[config.mk]
export PLATFORM = sky130hd
export DESIGN_NAME = cache_top
export DESIGN_NICKNAME = d
export VERILOG_FILES = /design/src/cache_pkg.sv /design/src/cache_top.sv /design/src/cache_result.sv /design/src/cache_ctrl.sv /design/src/cache_lookup.sv /design/src/cache_store.sv
export VERILOG_INCLUDE_DIRS = /design/src /design/src/src
export SDC_FILE = /design/constraint.sdc
export NUM_CORES = 1
export LEC_CHECK = 0
export BUFFER_PORTS_ARGS = -buffer_cell sky130_fd_sc_hd__buf_2
export CAP_MARGIN = 40
export CORE_UTILIZATION = 35
export DETAILED_ROUTE_END_ITERATION = 16
export GPL_TIMING_DRIVEN = 0
export PLACE_DENSITY = 0.5
export SYNTH_ARGS = -nofsm -noshare
export SYNTH_HDL_FRONTEND = slang
export SYNTH_SLANG_ARGS = --single-unit
[constraint.sdc]
create_clock -name clk -period 6.33 [get_ports clk]
set_clock_uncertainty 0.1 [all_clocks]
set_input_delay 0 -clock clk [delete_from_list [all_inputs] [get_ports clk]]
set_output_delay 0 -clock clk [all_outputs]
set_load 0.05 [all_outputs]
[src/cache_settings.svh]
`ifndef CACHE_SETTINGS_SVH
`define CACHE_SETTINGS_SVH

// CPU word and word address
`define CACHE_WORD_W 16
`define CACHE_ADDR_W 16

// One line is four words
`define CACHE_LINE_W 64

// Address split into tag, index and offset
`define CACHE_TAG_W  13
`define CACHE_IDX_W  1
`define CACHE_OFFS_W 2

// Organization
`define CACHE_SETS 2
`define CACHE_WAYS 2

`endif
[src/cache_pkg.sv]
`include "cache_settings.svh"

package cache_pkg;

    typedef logic [`CACHE_WORD_W-1:0] word_t;
    typedef logic [`CACHE_ADDR_W-1:0] addr_t;
    // Word 0 sits in the low bits
    typedef logic [`CACHE_LINE_W-1:0] line_t;
    typedef logic [`CACHE_TAG_W-1:0]  tag_t;
    typedef logic [`CACHE_OFFS_W-1:0] offs_t;
    typedef logic [`CACHE_IDX_W-1:0]  idx_t;
    typedef logic                     way_t;

    // Request as held by the top level
    typedef struct packed {
        logic  read;
        logic  write;
        addr_t addr;
        word_t wdata;
    } cpu_req_t;

    typedef struct packed {
        logic  hit;
        way_t  hit_way;
        way_t  victim_way;
        idx_t  idx;
        tag_t  tag;
        offs_t offs;
    } lookup_t;

    // line_wr low means a single word in the low bits of wdata
    typedef struct packed {
        logic  rd;
        logic  wr;
        logic  line_wr;
        addr_t addr;
        line_t wdata;
    } mem_req_t;

    typedef enum logic [2:0] {
        IDLE,
        LOOKUP,
        FILL_WAIT,
        WORD_WR_WAIT,
        LINE_WR_HOLD
    } ctrl_state_t;

endpackage

[src/cache_top.sv]
`timescale 1ns/100ps
`include "cache_settings.svh"

module cache_top (
    input  logic                clk,
    input  logic                i_arst_n,
    input  logic                i_read,
    input  logic                i_write,
    input  cache_pkg::addr_t    i_addr,
    input  cache_pkg::word_t    i_wdata,
    output logic                o_ready,
    output logic                o_done,
    output cache_pkg::word_t    o_rdata,
    output cache_pkg::mem_req_t o_mem,
    input  logic                i_mem_ready,
    input  cache_pkg::line_t    i_mem_rdata
);

    cache_pkg::cpu_req_t                    req_q;
    cache_pkg::lookup_t                     look;
    logic             [`CACHE_WAYS-1:0]     valid;
    cache_pkg::tag_t  [`CACHE_WAYS-1:0]     tags;
    cache_pkg::way_t                        lru;
    cache_pkg::line_t [`CACHE_WAYS-1:0]     lines;
    logic                                   fill;
    cache_pkg::way_t                        fill_way;
    logic                                   upd;
    cache_pkg::way_t                        upd_way;
    logic                                   touch;
    cache_pkg::way_t                        touch_way;
    logic                                   take;
    logic                                   accept;
    cache_pkg::word_t                       read_word;
    cache_pkg::word_t                       fill_word;
    cache_pkg::line_t                       merged;

    assign accept = o_ready & (i_read | i_write);

    // Read wins when both strobes are up
    always_ff @(posedge clk or negedge i_arst_n) begin
        if (!i_arst_n) begin
            req_q <= '0;
        end else if (accept) begin
            req_q.read  <= i_read;
            req_q.write <= i_write & ~i_read;
            req_q.addr  <= i_addr;
            req_q.wdata <= i_wdata;
        end else if (take) begin
            // Address and data stay for the fill or write phase
            req_q.read  <= 1'b0;
            req_q.write <= 1'b0;
        end
    end

    cache_store u_store (
        .clk         (clk),
        .i_arst_n    (i_arst_n),
        .i_req       (req_q),
        .i_fill      (fill),
        .i_fill_way  (fill_way),
        .i_fill_line (i_mem_rdata),
        .i_upd       (upd),
        .i_upd_way   (upd_way),
        .i_touch     (touch),
        .i_touch_way (touch_way),
        .o_valid     (valid),
        .o_tags      (tags),
        .o_lru       (lru),
        .o_lines     (lines)
    );

    cache_lookup u_lookup (
        .i_req   (req_q),
        .i_valid (valid),
        .i_tags  (tags),
        .i_lru   (lru),
        .o_look  (look)
    );

    cache_ctrl u_ctrl (
        .clk         (clk),
        .i_arst_n    (i_arst_n),
        .i_req       (req_q),
        .i_look      (look),
        .i_mem_ready (i_mem_ready),
        .i_merged    (merged),
        .i_read_word (read_word),
        .i_fill_word (fill_word),
        .o_ready     (o_ready),
        .o_done      (o_done),
        .o_rdata     (o_rdata),
        .o_mem       (o_mem),
        .o_fill      (fill),
        .o_fill_way  (fill_way),
        .o_upd       (upd),
        .o_upd_way   (upd_way),
        .o_touch     (touch),
        .o_touch_way (touch_way),
        .o_accept    (take)
    );

    cache_result u_result (
        .i_req       (req_q),
        .i_look      (look),
        .i_lines     (lines),
        .i_mem_rdata (i_mem_rdata),
        .o_read_word (read_word),
        .o_fill_word (fill_word),
        .o_merged    (merged)
    );

endmodule

[src/cache_result.sv]
`timescale 1ns/100ps
`include "cache_settings.svh"

module cache_result (
    input  cache_pkg::cpu_req_t                   i_req,
    input  cache_pkg::lookup_t                    i_look,
    input  cache_pkg::line_t [`CACHE_WAYS-1:0]    i_lines,
    input  cache_pkg::line_t                      i_mem_rdata,
    output cache_pkg::word_t                      o_read_word,
    output cache_pkg::word_t                      o_fill_word,
    output cache_pkg::line_t                      o_merged
);

    cache_pkg::line_t hit_line;
    int unsigned      lsb;

    // Bit position of the addressed word
    assign lsb      = i_look.offs * `CACHE_WORD_W;
    assign hit_line = i_lines[i_look.hit_way];

    // Word for a read hit
    assign o_read_word = hit_line[lsb +: `CACHE_WORD_W];

    // Same word taken from the line coming back on a miss
    assign o_fill_word = i_mem_rdata[lsb +: `CACHE_WORD_W];

    // Line sent to memory on a write hit
    always_comb begin
        o_merged = hit_line;
        o_merged[lsb +: `CACHE_WORD_W] = i_req.wdata;
    end

endmodule

[src/cache_ctrl.sv]
`timescale 1ns/100ps
`include "cache_settings.svh"

module cache_ctrl (
    input  logic                clk,
    input  logic                i_arst_n,
    input  cache_pkg::cpu_req_t i_req,
    input  cache_pkg::lookup_t  i_look,
    input  logic                i_mem_ready,
    input  cache_pkg::line_t    i_merged,
    input  cache_pkg::word_t    i_read_word,
    input  cache_pkg::word_t    i_fill_word,
    output logic                o_ready,
    output logic                o_done,
    output cache_pkg::word_t    o_rdata,
    output cache_pkg::mem_req_t o_mem,
    output logic                o_fill,
    output cache_pkg::way_t     o_fill_way,
    output logic                o_upd,
    output cache_pkg::way_t     o_upd_way,
    output logic                o_touch,
    output cache_pkg::way_t     o_touch_way,
    output logic                o_accept
);

    cache_pkg::ctrl_state_t state_q;
    cache_pkg::ctrl_state_t state;
    cache_pkg::ctrl_state_t state_d;
    cache_pkg::addr_t       line_addr;
    logic                   pend_q;
    logic                   pend_left;
    logic                   req_vld;
    logic                   rd_hit;
    logic                   go;
    logic                   mem_done;

    assign req_vld = i_req.read | i_req.write;

    // A freshly registered request is looked up in the cycle after acceptance
    always_comb begin
        if ((state_q == cache_pkg::IDLE || state_q == cache_pkg::LINE_WR_HOLD) && req_vld) begin
            state = cache_pkg::LOOKUP;
        end else begin
            state = state_q;
        end
    end

    assign rd_hit    = i_req.read & i_look.hit;
    // Anything but a read hit needs the memory port free
    assign go        = (state == cache_pkg::LOOKUP) && (rd_hit || !pend_q);
    assign pend_left = pend_q & ~i_mem_ready;
    assign mem_done  = i_mem_ready &&
                       (state == cache_pkg::FILL_WAIT || state == cache_pkg::WORD_WR_WAIT);
    assign line_addr = {i_look.tag, i_look.idx, {`CACHE_OFFS_W{1'b0}}};

    assign o_ready     = (state == cache_pkg::IDLE) || (state == cache_pkg::LINE_WR_HOLD);
    assign o_accept    = go;
    assign o_touch     = go & i_look.hit;
    assign o_touch_way = i_look.hit_way;
    assign o_upd       = go & i_req.write & i_look.hit;
    assign o_upd_way   = i_look.hit_way;
    assign o_fill      = (state == cache_pkg::FILL_WAIT) & i_mem_ready;
    assign o_fill_way  = i_look.victim_way;

    always_comb begin
        state_d = state;
        case (state)
            cache_pkg::IDLE: begin
                state_d = cache_pkg::IDLE;
            end
            cache_pkg::LOOKUP: begin
                if (!go) begin
                    state_d = cache_pkg::LOOKUP;
                end else if (rd_hit) begin
                    state_d = pend_left ? cache_pkg::LINE_WR_HOLD : cache_pkg::IDLE;
                end else if (i_look.hit) begin
                    state_d = cache_pkg::LINE_WR_HOLD;
                end else if (i_req.read) begin
                    state_d = cache_pkg::FILL_WAIT;
                end else begin
                    state_d = cache_pkg::WORD_WR_WAIT;
                end
            end
            cache_pkg::FILL_WAIT, cache_pkg::WORD_WR_WAIT, cache_pkg::LINE_WR_HOLD: begin
                if (i_mem_ready) begin
                    state_d = cache_pkg::IDLE;
                end
            end
            default: begin
                state_d = cache_pkg::IDLE;
            end
        endcase
    end

    always_ff @(posedge clk or negedge i_arst_n) begin
        if (!i_arst_n) begin
            state_q <= cache_pkg::IDLE;
            pend_q  <= 1'b0;
            o_done  <= 1'b0;
            o_mem   <= '0;
        end else begin
            state_q <= state_d;
            o_done  <= (go & i_look.hit) | mem_done;
            pend_q  <= pend_left;
            if (i_mem_ready) begin
                o_mem.rd <= 1'b0;
                o_mem.wr <= 1'b0;
            end
            // Memory is idle here, so the raise never meets a drop
            if (go && !rd_hit) begin
                if (i_req.read) begin
                    o_mem.rd      <= 1'b1;
                    o_mem.line_wr <= 1'b1;
                    o_mem.addr    <= line_addr;
                    o_mem.wdata   <= '0;
                end else if (i_look.hit) begin
                    // Write-through of the merged line runs in the background
                    o_mem.wr      <= 1'b1;
                    o_mem.line_wr <= 1'b1;
                    o_mem.addr    <= line_addr;
                    o_mem.wdata   <= i_merged;
                    pend_q        <= 1'b1;
                end else begin
                    o_mem.wr      <= 1'b1;
                    o_mem.line_wr <= 1'b0;
                    o_mem.addr    <= i_req.addr;
                    o_mem.wdata   <= cache_pkg::line_t'(i_req.wdata);
                end
            end
        end
    end

    // Read data held until the next read completes
    always_ff @(posedge clk) begin
        if (go && rd_hit) begin
            o_rdata <= i_read_word;
        end else if (o_fill) begin
            o_rdata <= i_fill_word;
        end
    end

endmodule

[src/cache_lookup.sv]
`timescale 1ns/100ps
`include "cache_settings.svh"

module cache_lookup (
    input  cache_pkg::cpu_req_t                  i_req,
    input  logic            [`CACHE_WAYS-1:0]    i_valid,
    input  cache_pkg::tag_t [`CACHE_WAYS-1:0]    i_tags,
    input  cache_pkg::way_t                      i_lru,
    output cache_pkg::lookup_t                   o_look
);

    cache_pkg::tag_t        tag;
    logic [`CACHE_WAYS-1:0] way_hit;

    assign tag = i_req.addr[`CACHE_ADDR_W-1 -: `CACHE_TAG_W];

    // Tag compare per way
    always_comb begin
        for (int w = 0; w < `CACHE_WAYS; w++) begin
            way_hit[w] = i_valid[w] && (i_tags[w] == tag);
        end
    end

    always_comb begin
        o_look.hit  = |way_hit;
        o_look.idx  = i_req.addr[`CACHE_OFFS_W +: `CACHE_IDX_W];
        o_look.tag  = tag;
        o_look.offs = i_req.addr[`CACHE_OFFS_W-1:0];

        // At most one way can match
        if (way_hit[1]) begin
            o_look.hit_way = 1'b1;
        end else begin
            o_look.hit_way = 1'b0;
        end

        // Empty way first, else the LRU one
        if (!i_valid[0]) begin
            o_look.victim_way = 1'b0;
        end else if (!i_valid[1]) begin
            o_look.victim_way = 1'b1;
        end else begin
            o_look.victim_way = i_lru;
        end
    end

endmodule

[src/cache_store.sv]
`timescale 1ns/100ps
`include "cache_settings.svh"

module cache_store (
    input  logic                                   clk,
    input  logic                                   i_arst_n,
    input  cache_pkg::cpu_req_t                    i_req,
    input  logic                                   i_fill,
    input  cache_pkg::way_t                        i_fill_way,
    input  cache_pkg::line_t                       i_fill_line,
    input  logic                                   i_upd,
    input  cache_pkg::way_t                        i_upd_way,
    input  logic                                   i_touch,
    input  cache_pkg::way_t                        i_touch_way,
    output logic             [`CACHE_WAYS-1:0]     o_valid,
    output cache_pkg::tag_t  [`CACHE_WAYS-1:0]     o_tags,
    output cache_pkg::way_t                        o_lru,
    output cache_pkg::line_t [`CACHE_WAYS-1:0]     o_lines
);

    cache_pkg::idx_t  idx;
    cache_pkg::tag_t  tag;
    cache_pkg::offs_t offs;

    logic [`CACHE_WAYS-1:0] valid_q [`CACHE_SETS];
    // Way to replace next in each set
    cache_pkg::way_t        lru_q   [`CACHE_SETS];
    cache_pkg::tag_t        tags_q  [`CACHE_SETS][`CACHE_WAYS];
    cache_pkg::line_t       lines_q [`CACHE_SETS][`CACHE_WAYS];

    assign offs = i_req.addr[`CACHE_OFFS_W-1:0];
    assign idx  = i_req.addr[`CACHE_OFFS_W +: `CACHE_IDX_W];
    assign tag  = i_req.addr[`CACHE_ADDR_W-1 -: `CACHE_TAG_W];

    always_ff @(posedge clk or negedge i_arst_n) begin
        if (!i_arst_n) begin
            for (int s = 0; s < `CACHE_SETS; s++) begin
                valid_q[s] <= '0;
                lru_q[s]   <= 1'b0;
            end
        end else begin
            if (i_fill) begin
                valid_q[idx][i_fill_way] <= 1'b1;
                lru_q[idx]               <= ~i_fill_way;
            end else if (i_touch) begin
                lru_q[idx] <= ~i_touch_way;
            end
        end
    end

    always_ff @(posedge clk) begin
        if (i_fill) begin
            tags_q[idx][i_fill_way]  <= tag;
            lines_q[idx][i_fill_way] <= i_fill_line;
        end else if (i_upd) begin
            // Only the addressed word changes on a write hit
            lines_q[idx][i_upd_way][offs*`CACHE_WORD_W +: `CACHE_WORD_W] <= i_req.wdata;
        end
    end

    // Both ways of the addressed set
    always_comb begin
        for (int w = 0; w < `CACHE_WAYS; w++) begin
            o_tags[w]  = tags_q[idx][w];
            o_lines[w] = lines_q[idx][w];
        end
    end

    assign o_valid = valid_q[idx];
    assign o_lru   = lru_q[idx];

endmodule

Word level (Yosys, flattened, before mapping)
Memory sizes are Yosys's and may differ from the RTL's.
Cells that the tools add are included.
{"block": "totals", "reg_bits": 144, "ram_bits": 308, "input_bits": 101, "output_inout_bits": 101, "n_memories": 2}
{"memory": "u_store.lines_q", "depth": 2, "width": 128, "rd": 1, "rd_clocked_by_memory_dff": 0, "wr": 1, "line": "cache_store.sv:29", "text": "cache_pkg::line_t lines_q [`CACHE_SETS][`CACHE_WAYS];"}
{"memory": "u_store.tags_q", "depth": 2, "width": 26, "rd": 1, "rd_clocked_by_memory_dff": 0, "wr": 1, "line": "cache_store.sv:28", "text": "cache_pkg::tag_t tags_q [`CACHE_SETS][`CACHE_WAYS];"}
{"block": "op_classes", "n_addsub": 1, "magnitude_cmp": 9, "n_eq_ne": 7, "n_shift": 4, "mux": 183, "bitwise_logic": 147, "n_reduce_logical": 24}
{"cell": "128-bit two-way mux", "count": 2}
{"cell": "64-bit two-way mux", "count": 4}
{"cell": "81-bit two-way mux", "count": 2}
{"cell": "1-bit two-way mux", "count": 145}
{"cell": "1-bit bitwise OR", "count": 131}
{"cell": "64-bit demux with 1-bit select", "count": 2}
{"cell": "64-bit by 7-bit indexed part select with 16-bit output", "count": 2}
{"cell": "83-bit two-way mux", "count": 1}
{"cell": "64-bit bitwise mux", "count": 1}
{"cell": "16-bit by 34-bit variable shift with 64-bit output, first input constant", "count": 1}
{"cell": "16-bit by 34-bit indexed part select with 64-bit output", "count": 1}
{"cell": "6-bit negation with 34-bit output", "count": 1}
{"cell": "16-bit two-way mux", "count": 2}
{"cell": "13-bit == test", "count": 2}
{"cell": "26-bit two-way mux", "count": 1}
{"cell": "2-bit two-way mux", "count": 9}
{"cell": "3-bit two-way mux", "count": 6}
{"cell": "13-bit demux with 1-bit select", "count": 1}
{"cell": "13-bit two-way mux", "count": 1}
{"cell": "1-bit logical AND", "count": 11}
{"cell": "1-bit bitwise AND", "count": 8}
{"cell": "3-bit by 2-bit == test with 1-bit output, second input constant", "count": 2}
{"cell": "3-bit == test, second input constant", "count": 2}
{"cell": "2-bit greater-or-equal comparator, second input constant", "count": 3}
{"cell": "17 further kinds", "count": 34}

Depth between registers and ports, before layout
Gate-level depths: netlist of the first run.
{"block": "depth", "depth_word": 15, "ltp_mapped": 13, "ltp_nobuf": 8}

Cells and area by module
Synthesis of the first run repeated with hierarchy kept, for this count alone.
{"block": "unflattened", "hier_cells": 1796, "hier_area_um2": 23342.4}
{"module": "cache_store", "n_inst": 1, "cells_per_inst": 900, "area_per_inst_um2": 13252.7, "seq_area_each_um2": 9399.0}
{"module": "cache_ctrl", "n_inst": 1, "cells_per_inst": 508, "area_per_inst_um2": 5333.9, "seq_area_each_um2": 2682.6}
{"module": "cache_result", "n_inst": 1, "cells_per_inst": 259, "area_per_inst_um2": 2924.1, "seq_area_each_um2": 0.0}
{"module": "cache_top", "n_inst": 1, "cells_per_inst": 75, "area_per_inst_um2": 1405.1, "seq_area_each_um2": 850.8}
{"module": "cache_lookup", "n_inst": 1, "cells_per_inst": 54, "area_per_inst_um2": 426.7, "seq_area_each_um2": 0.0}

Worst setup path after synthesis of the first run
Ideal clock, no wire load.
{"block": "synth_timing", "path_kind": "reg-to-reg", "from": "register req_q[33] (netlist name)", "to": "register req_q[10] (netlist name)", "t_arrival_ns": 3.615, "required_ns": 6.105, "setup_slack_ns": 2.490, "stages_incl_launch_ff": 7, "n_path_buf": 3, "synth_period_minus_slack_ns": 3.840, "path_cell_list": "dfrtp_1 clkbuf_1 nor4_1 o21a_1 clkbuf_1 clkbuf_1 mux2_2"}
{"block": "synth_via", "elab_chain_cells": 6}
{"element": "from (decl)", "line": "cache_top.sv:19", "text": "cache_pkg::cpu_req_t req_q;"}
{"element": "1-bit bitwise OR (*)", "line": "cache_ctrl.sv:37", "text": "assign req_vld = i_req.read | i_req.write;"}
{"element": "1-bit logical AND (*)", "line": "cache_ctrl.sv:41", "text": "if ((state_q == cache_pkg::IDLE || state_q == cache_pkg::LINE_WR_HOLD) && req_vld) begin"}
{"element": "3-bit two-way mux (*)", "line": "cache_ctrl.sv:41"}
{"element": "3-bit == test or 3-bit logical NOT (tied branches)", "line": "cache_ctrl.sv:56", "text": "assign o_ready = (state == cache_pkg::IDLE) || (state == cache_pkg::LINE_WR_HOLD);"}
{"element": "1-bit logical OR (*)", "line": "cache_ctrl.sv:56"}
{"element": "named net o_ready", "line": "cache_top.sv:11", "text": "output logic o_ready,"}
{"element": "1-bit bitwise AND (*)", "line": "cache_top.sv:37", "text": "assign accept = o_ready & (i_read | i_write);"}
Mark *: on every way through the listed nets, which the timed path passes. The rest lies on a longest branch.
A chain may end at the register's enable or synchronous reset.

Final worst setup path of the first run
{"block": "layout_timing", "from": "register req_q[18] (netlist name)", "to": "memory u_store.lines_q[0][75] (netlist name), enable pin"}
{"block": "layout_via", "elab_chain_cells": 15}
{"element": "branches (longest 15 deep; another with memory 2 x 26 bit)"}
{"element": "to (decl)", "line": "cache_store.sv:29"}
Several ways; the timed one is not identified. The select of a mux whose other input is x is not followed.

==> results_dict.tcl, run 1 <==
set metrics [dict create \
    synth_seq_cells 452 \
    fin_ws_ps 1570 \
    antenna_found_initial 5 \
    critPathKind "register to register" \
    first_iter_violations 1522 \
    setup_tns_ps 0 \
    final_common_cell "edfxtp_1" \
    max_freq_mhz 210 \
    post_cts_resize_count 0 \
    place_ws_ps 1670 \
    finalMaxSlewViolations 0 \
    overflow 0 \
    num_rows 88 \
    avgSynthCellArea_um2 12.9 \
    m1WireLength_mm 30.8 \
    synth-main-ff-cell "edfxtp_1" \
    drive_gt1_share_pct 25.6 \
    fin_nets 2067 \
    io_pins 202 \
    start_util_pct 35.4 \
    clkTransAtPathRegs_ps 60 \
    yosysWarnings 0 \
    post-route-period-util_pct 75.1 \
    outcome "complete, no violations" \
    maxCapViolations 0 \
    post-place-cells 2572 \
    viasPerCell 5.51 \
    powerDensity_nw_per_um2 447 \
    crit_path_max_fanout 10 \
    hold_violations 0 \
    cts_buffers 51 \
    die_w_um 243 \
    ant_nets 0 \
    rsz0062_at_grt "no" \
    crit_end "u_store.lines_q[0][75]$_DFFE_PP_" \
    rrSetupSlack_ps 1570 \
    grt_pass1_vias 15178 \
    tritoncts "built" \
    rr_endpoint "u_store.lines_q[0][75]$_DFFE_PP_" \
    core_area_um2 57600 \
    clock_sinks 452 \
    leakage_nw 9.79 \
    timing.hold.ws_ps 52.5 \
    final_cell_mix "324 x edfxtp_1, 267 x nand2_1, 216 x buf_2" \
    arrival_ps 4950 \
    syn-num-nets 1680 \
    yosysUniqueCellTypes 47 \
    clockBufferDepth 3 \
    diodes 0 \
    critPathRequiredTime_ps 6530 \
    min_path_type "primary input to register" \
    post-route-drc-count 0 \
    yosysSeqAreaShare_pct 63.5 \
    endpoint_kind "register" \
    gp_congestion 0.930 \
    wl_per_cell_um 26.3 \
    routed-wl-met3_mm 6.14 \
    reg2reg_from "req_q[18]$_DFFE_PN0P_" \
    vias 15270 \
    setup_viol 0 \
    dr.pass1.iters 6 \
    fin_crit_ps 4760 \
    grt_pass1_wl_mm 105 \
    synthCells 1575 \
    htree_levels 2 \
    ir_worst_vdd_mv 0.320 \
    synthArstFlopShare_pct 28.3 \
    tightestPinTransition_ps 975 \
    synth-edff-count 324 \
    startpoint "req_q[18]$_DFFE_PN0P_" \
    die-area_um2 59200 \
    grt_max_degree 70 \
    routed_wl_mm 72.9 \
    startpoint_type "register" \
    cts_root_buf "clkbuf_16" \
    layout.cells.non_filler 2770 \
    port_buffers 201 \
    wl_met2_mm 33.7 \
    dr.max_layer_used "met5" \
    dpl.hpwl_mm 53.1 \
    slew_headroom_pct 35.0 \
    reg2regPathDepth 12 \
    die_h_um 243 \
    track_usage_pct 24.5 \
    area_delta_synth_final_pct 25.2 \
    synth_area_um2 20400 \
    insertion_delay_ps 610 \
]
[worst min path at each step]
stage,startpoint,end,depth (start not counted)
finish,i_addr[7],req_q[23]$_DFFE_PN0P_,3
global route,i_addr[7],req_q[23]$_DFFE_PN0P_,3
CTS,i_addr[4],req_q[20]$_DFFE_PN0P_,3
detailed placement,i_arst_n,req_q[12]$_DFFE_PN0P_,1
global placement,i_read,req_q[33]$_DFFE_PN0P_,3
floorplan,i_arst_n,req_q[0]$_DFFE_PN0P_,0
[Yosys cell counts (19+ instances only)]
library cell	count	share of area, %
clkbuf_1	78	1.4
mux4_2	48	5.3
a22o_1	19	0.82
dfrtp_1	128	16
nand2_1	267	4.9
inv_1	58	1.1
o2bb2ai_1	50	2.1
xnor2_1	24	1.0
edfxtp_1	324	48
o21ai_0	188	4.6
a21oi_1	100	2.5
mux2_2	91	5.0
mux2i_1	24	1.2
o21ai_1	32	0.79
[registers in the layout, summed over array words and instances (netlist names)]
register and flops:
u_ctrl.o_rdata 16, u_store.tags_q 52, u_ctrl.state_q 3, u_store.lines_q 256
u_ctrl.o_mem 83, u_ctrl.pend_q 1, req_q 34, u_ctrl.o_done 1
u_store.valid_q 4, u_store.lru_q 2
[metal layers]
layer / vias to the layer above / GRT usage (%)
met2: 765 / 38.7
met1: 7707 / 34.1
met4: 4 / 7.71
met3: 125 / 4.69
li1: 6669 / -
met5: - / 0
[critical path, stage by stage, from the launching register on]
cell      delay [ps]
dfrtp_1          340
buf_6            160
buf_6            190
clkbuf_1         440
nand2_1          110
o32ai_1          150
and3_1           250
and4_1           290
nor3b_2          710
nand2_1          410
clkbuf_1         420
a21oi_2          630
buf_8            230
[power by group]
part           leakage [nW]  switching [mW]  internal (mW)
Sequential             4.57           0.517           3.81
Combinational          4.39            2.68           1.43
Clock                 0.823            1.24           1.72
Total                  9.79            4.44           6.96
[cell families (layout without fill, tap and decap cells)]
group	Yosys count	in the layout	share of synthesized area [%]
xor+xnor	28	28	1.20
simple gates	345	345	7.53
compound gates	418	418	12.4
buf+inv	164	594	3.56
flops	452	452	63.5
fa+ha+maj	5	5	0.295
mux	163	163	11.5
[stage by stage]
step	util, %	total power [mW]	cell area (um^2)
floorplan	-	6.72	20400
global placement	38.8	8.24	22300
detailed placement	39.6	8.41	22800
CTS	44.3	11.4	25500
global route	44.3	11.9	25500
finish	44.3	11.4	25500
[repair_timing]
action	CTS	global route
hold buffers	102	0
buffers inserted	0	0
endpoints found under the setup margin	0	0
hold endpoints to repair	438	0
[area by class of cell]
type                       instances  area, um^2
sequential                       452       12900
clock buffer                      71        1440
buffer                           106         507
multi-input combinational        959        6790
timing repair buffer             334        2430
clock inverter                    25         229
tap                              765         957
inverter                          58         218
fill                            5306       32100
(Power assumes the default switching activity.)
==> run 2: changes to the inputs <==
--- a/config.mk
+++ b/config.mk
@@ -11,7 +11,7 @@
 export CORE_UTILIZATION = 35
 export DETAILED_ROUTE_END_ITERATION = 16
 export GPL_TIMING_DRIVEN = 0
-export PLACE_DENSITY = 0.5
+export PLACE_DENSITY = 0.52
 export SYNTH_ARGS = -nofsm -noshare
 export SYNTH_HDL_FRONTEND = slang
 export SYNTH_SLANG_ARGS = --single-unit
==> constraint.sdc (replaced) <==
create_clock -name clk -period 3.86 [get_ports clk]
set_clock_uncertainty 0.1 [all_clocks]
set_input_delay 0 -clock clk [delete_from_list [all_inputs] [get_ports clk]]
set_output_delay 0 -clock clk [all_outputs]
set_load 0.05 [all_outputs]
==> results_dict.tcl, run 2 (synthesis results as in run 1) <==
set metrics [dict create \
    die_w_um 243 \
    reg2reg_from "req_q[18]$_DFFE_PN0P_" \
    ant_nets 0 \
    viasPerCell 5.47 \
    area_delta_synth_final_pct 26.6 \
    cpPeakStageDelay_ps 430 \
    grt_pass1_vias 15234 \
    leakage_nw 9.92 \
    diodes 0 \
    cts_buffers 50 \
    tritoncts "built" \
    io_pins 202 \
    dr.pass1.iters 5 \
    start_util_pct 35.4 \
    die-area_um2 59200 \
    p_switching_mw 7.35 \
    dpl_cell_area_um2 22800 \
    slew_headroom_pct 29.8 \
    cp_slowest_cell "o21ai_0" \
    worstHoldStart "i_addr[10]" \
    fin_nets 2083 \
    critPathKind "register to register" \
    setup_viol 0 \
    powerDensity_nw_per_um2 725 \
    clockBufferDepth 3 \
    switching_share_pct 39.3 \
    gp_congestion 0.928 \
    maxCapViolations 0 \
    worstPathCellList "buf_6, buf_6, clkbuf_2, o32ai_1, and3_1, nand4_1, nand2_2, nand3_2, clkbuf_2, o21ai_0, and4_1" \
    insertion_delay_ps 610 \
    largestRegisters "u_store.lines_q: 256 flops, u_ctrl.o_mem: 83 flops, u_store.tags_q: 52 flops" \
    fin_total_pwr_mw 18.7 \
    port_buffers 201 \
    crit_path_max_fanout 10 \
    finalMaxSlewViolations 0 \
    post-route-drc-count 0 \
    antenna_found_initial 3 \
    startpoint "req_q[18]$_DFFE_PN0P_" \
    p_clk_share_pct 25.1 \
    track_usage_pct 24.5 \
    ir_worst_vdd_mv 0.469 \
    largest_reg_flops 256 \
    vias 15221 \
    die_h_um 243 \
    pwr-share-seq_pct 38.1 \
    cts_root_buf "clkbuf_16" \
    dpl.hpwl_mm 52.8 \
    startpoint_type "register" \
    min_path_type "primary input to register" \
    clock_sinks 452 \
    grt_max_degree 84 \
    drive_gt1_share_pct 28.1 \
    first_iter_violations 1415 \
    post-route-period-util_pct 98.5 \
    critPathRequiredTime_ps 4190 \
    endpoint_kind "register" \
    p_comb_share_pct 36.8 \
    hold_violations 0 \
    final_cell_mix "324 x edfxtp_1, 266 x nand2_1, 217 x buf_2" \
    largest-register "u_store.lines_q" \
    design_area_um2 25800 \
    overflow 0 \
    wl_per_cell_um 26.1 \
    num_rows 88 \
    intPower_mw 11.3 \
    routed_wl_mm 72.7 \
    fin_crit_ps 3800 \
    tightestPinTransition_ps 1050 \
    arrival_ps 4130 \
    clkTransAtPathRegs_ps 60 \
    grt_pass1_wl_mm 105 \
    max_freq_mhz 263 \
    htree_levels 2 \
    core_area_um2 57600 \
    outcome "complete, no violations" \
    final_common_cell "edfxtp_1" \
]
[run 2: power by group through the flow]
stage          combinational (mW)  sequential, mW  clock (mW)
2_1_floorplan                3.50            7.52           0
3_3_place_gp                 6.29            7.18           0
3_5_place_dp                 6.54            7.18           0
4_1_cts                      6.77            7.09        4.74
5_1_grt                      7.28            7.19        4.93
6_report                     6.89            7.12        4.70
[run 2: per-stage QoR]
| stage | setup TNS (ps) | hold WS (ps) | util [%] | setup WS, ps | instances |
|---|---|---|---|---|---|
| floorplan | 0 | -396 | - | 19.8 | 1575 |
| global placement | -373050 | 132 | 38.8 | -1630 | 2541 |
| detailed placement | -100680 | -113 | 39.6 | -645 | 2572 |
| CTS | -2350 | 24.1 | 44.6 | -82.7 | 2779 |
| global route | -196 | 47.8 | 44.8 | -21.2 | 2785 |
| finish | 0 | 53.8 | 44.8 | 57.2 | 2785 |
[run 2: final timing paths]
path / cells after the start / slack [ps] / endpoint
setup / recovery: 11 / 60 / u_ctrl.o_rdata[15]$_DFFE_PP_
setup reg to reg: 11 / 60 / u_ctrl.o_rdata[15]$_DFFE_PP_
min in group asynchronous: 4 / 380 / u_ctrl.o_mem[3]$_DFFE_PN0N_
max in group asynchronous: 4 / 2800 / u_ctrl.o_mem[62]$_DFFE_PN0N_
hold reg to reg: 1 / 370 / u_ctrl.o_mem[81]$_DFF_PN0_
hold / removal: 3 / 50 / req_q[26]$_DFFE_PN0P_
[run 2: layout make-up]
| cell class | instances | area [um^2] |
|---|---|---|
| clock inverters | 25 | 178 |
| repair buffers | 351 | 2570 |
| fillers | 5322 | 31800 |
| flip-flops and latches | 452 | 12900 |
| plain buffers | 106 | 529 |
| well taps | 765 | 957 |
| clock buffers | 69 | 1430 |
| inverters | 58 | 218 |
| multi-input cells | 959 | 6990 |
[run 2: what timing repair did]
action | 4_1_cts | 5_1_grt
endpoints found under the hold margin | 439 | 0
setup endpoints to repair | 404 | 286
gates resized for setup | 57 | 22
pin swaps | 5 | 2
buffers inserted | 11 | 5
hold buffers | 102 | 0
[run 2: worst max-delay path: cells and delay by family (launching register included)]
family                 cells  cell delay (ps)
flip-flops                 1              380
AND/OR/NAND/NOR            5             1430
buffers and inverters      4              920
AO/OA/AOI/OAI              2              790
[run 2: layer usage]
metal | wire length [um] | GRT usage, % | vias to the layer above
li1 | - | - | 6699
met1 | 29000 | 32.1 | 7589
met2 | 34000 | 39.7 | 779
met3 | 6780 | 5.32 | 150
met4 | 2890 | 9.42 | 4
met5 | 32 | 0 | -
==> run 3: changes to the inputs <==
--- a/config.mk
+++ b/config.mk
@@ -6,12 +6,13 @@
 export SDC_FILE = /design/constraint.sdc
 export NUM_CORES = 1
 export LEC_CHECK = 0
-export BUFFER_PORTS_ARGS = -buffer_cell sky130_fd_sc_hd__buf_2
 export CAP_MARGIN = 40
 export CORE_UTILIZATION = 35
 export DETAILED_ROUTE_END_ITERATION = 16
+export DONT_BUFFER_PORTS = 1
 export GPL_TIMING_DRIVEN = 0
-export PLACE_DENSITY = 0.52
+export PLACE_DENSITY = 0.49
+export RECOVER_POWER = 100
 export SYNTH_ARGS = -nofsm -noshare
 export SYNTH_HDL_FRONTEND = slang
 export SYNTH_SLANG_ARGS = --single-unit
==> results_dict.tcl, run 3 (synthesis results as in run 1) <==
set metrics [dict create \
    outcome "finished with violations" \
    violations "max-capacitance violations, max-slew violations" \
    maxCapViolations 1 \
    insertion_delay_ps 620 \
    cts_root_buf "clkbuf_16" \
    vias 14658 \
    clkTransAtPathRegs_ps 60 \
    routed_wl_mm 73.1 \
    crit_path_max_fanout 10 \
    layout.cells.non_filler 2632 \
    track_usage_pct 24.6 \
    clock_sinks 452 \
    htree_levels 2 \
    overflow 0 \
    finalMaxSlewViolations 129 \
    max_freq_mhz 264 \
    powerDensity_nw_per_um2 746 \
    tritoncts "built" \
    critPathKind "register to register" \
    final_cell_mix "324 x edfxtp_1, 266 x nand2_1, 172 x o21ai_0" \
    core_area_um2 57600 \
    fin_total_pwr_mw 18.7 \
    final_common_cell "edfxtp_1" \
    leakage_nw 9.13 \
    dpl_cell_area_um2 21800 \
    drive_gt1_share_pct 18.8 \
    arrival_ps 4110 \
    post-route-period-util_pct 98.0 \
    endpoint_kind "register" \
    die-area_um2 59200 \
    die_h_um 243 \
    design_area_um2 25000 \
    post-place-cells 2372 \
    place_ws_ps -788 \
    largestRegisters "u_store.lines_q: 256 flops, u_ctrl.o_mem: 83 flops, u_store.tags_q: 52 flops" \
    first_iter_violations 1365 \
    setup_viol 0 \
    slew_headroom_pct -109 \
    io_pins 202 \
    num_rows 88 \
    largest-register "u_store.lines_q" \
    fin_ws_ps 76.8 \
    ir_worst_vdd_mv 0.471 \
    fin_nets 1923 \
    dr.pass1.iters 8 \
    antenna_found_initial 6 \
    largest_reg_flops 256 \
    cts_buffers 51 \
    start_util_pct 35.4 \
    die_w_um 243 \
    post-route-drc-count 0 \
    min_path_type "primary input to register" \
    wl_per_cell_um 27.8 \
    dpl.hpwl_mm 53.1 \
    port_buffers 0 \
    gp_congestion 0.894 \
    critPathRequiredTime_ps 4190 \
    grt_pass1_vias 14705 \
    startpoint_type "register" \
    tightestPinTransition_ps 3130 \
    grt_pass1_wl_mm 105 \
    ant_nets 0 \
    clockBufferDepth 3 \
    grt_max_degree 129 \
    fin_crit_ps 3780 \
    area_delta_synth_final_pct 22.9 \
    hold_violations 0 \
    num-fill-cells 5262 \
    viasPerCell 5.57 \
]
run 3: cell type report:
class                      count  area [um^2]  area share (%)
sequential                   452        12900            51.6
inverter                      58          218           0.869
timing repair buffer         191         1870            7.49
clock buffer                  73         1410            5.63
clock inverter                23          193           0.770
antenna                        6         15.0          0.0600
buffer                       105          526            2.10
tap                          765          957            3.82
multi-input combinational    959         6920            27.6
run 3: worst max-delay path: stages (launching register included):
cell and delay (ps):
dfrtp_1 340, buf_6 150, buf_6 190, mux2i_1 240
xnor2_1 120, nor4_2 360, nand4_1 300, nand2_2 260
nand3_2 330, clkbuf_2 350, o21ai_0 460, and4_1 390
run 3: final timing paths:
kind / to / slack (ps) / from / depth (start not counted)
max: u_ctrl.o_rdata[0]$_DFFE_PP_ / 80 / req_q[18]$_DFFE_PN0P_ / 11
min: req_q[32]$_DFFE_PN0P_ / 50 / i_write / 3
max reg2reg: u_ctrl.o_rdata[0]$_DFFE_PP_ / 80 / req_q[18]$_DFFE_PN0P_ / 11
min reg2reg: u_store.valid_q[0]$_DFFE_PN0P_ / 410 / u_store.valid_q[0]$_DFFE_PN0P_ / 1
max in group asynchronous: u_ctrl.o_mem[48]$_DFFE_PN0N_ / 840 / i_arst_n / 2
min in group asynchronous: u_ctrl.o_mem[6]$_DFFE_PN0N_ / 920 / i_arst_n / 2
run 3: per-stage QoR:
| step | util (%) | hold slack, ps | setup TNS, ps |
|---|---|---|---|
| 2_1_floorplan | - | -396 | 0 |
| 3_3_place_gp | 37.1 | -386 | -431500 |
| 3_5_place_dp | 37.9 | -387 | -130590 |
| 4_1_cts | 43.4 | 6.99 | 0 |
| 5_1_grt | 43.5 | 32.2 | -0.940 |
| 6_report | 43.5 | 45.1 | 0 |
run 3: report_power, final:
| group | internal (mW) | switching, mW | total (mW) |
|---|---|---|---|
| registers | 6.24 | 1.68 | 7.91 |
| logic | 2.40 | 3.65 | 6.05 |
| clock network | 2.68 | 2.03 | 4.71 |
run 3: routing by layer:
layer / share of wire, % / routed length, um / up-vias / GRT usage [%]
li1: - / - / 6397 / -
met1: 41 / 30000 / 7368 / 32.9
met2: 46 / 34000 / 756 / 38.9
met3: 9.2 / 6740 / 133 / 6.15
met4: 3.3 / 2380 / 4 / 8.62
met5: 0.031 / 23 / - / 0
run 3: what timing repair did:
action	in CTS	in global routing
hold endpoints to repair	443	0
gates resized for setup	51	33
setup endpoints to repair	407	218
setup buffers	8	17
hold buffers	132	0
pin swaps	4	9
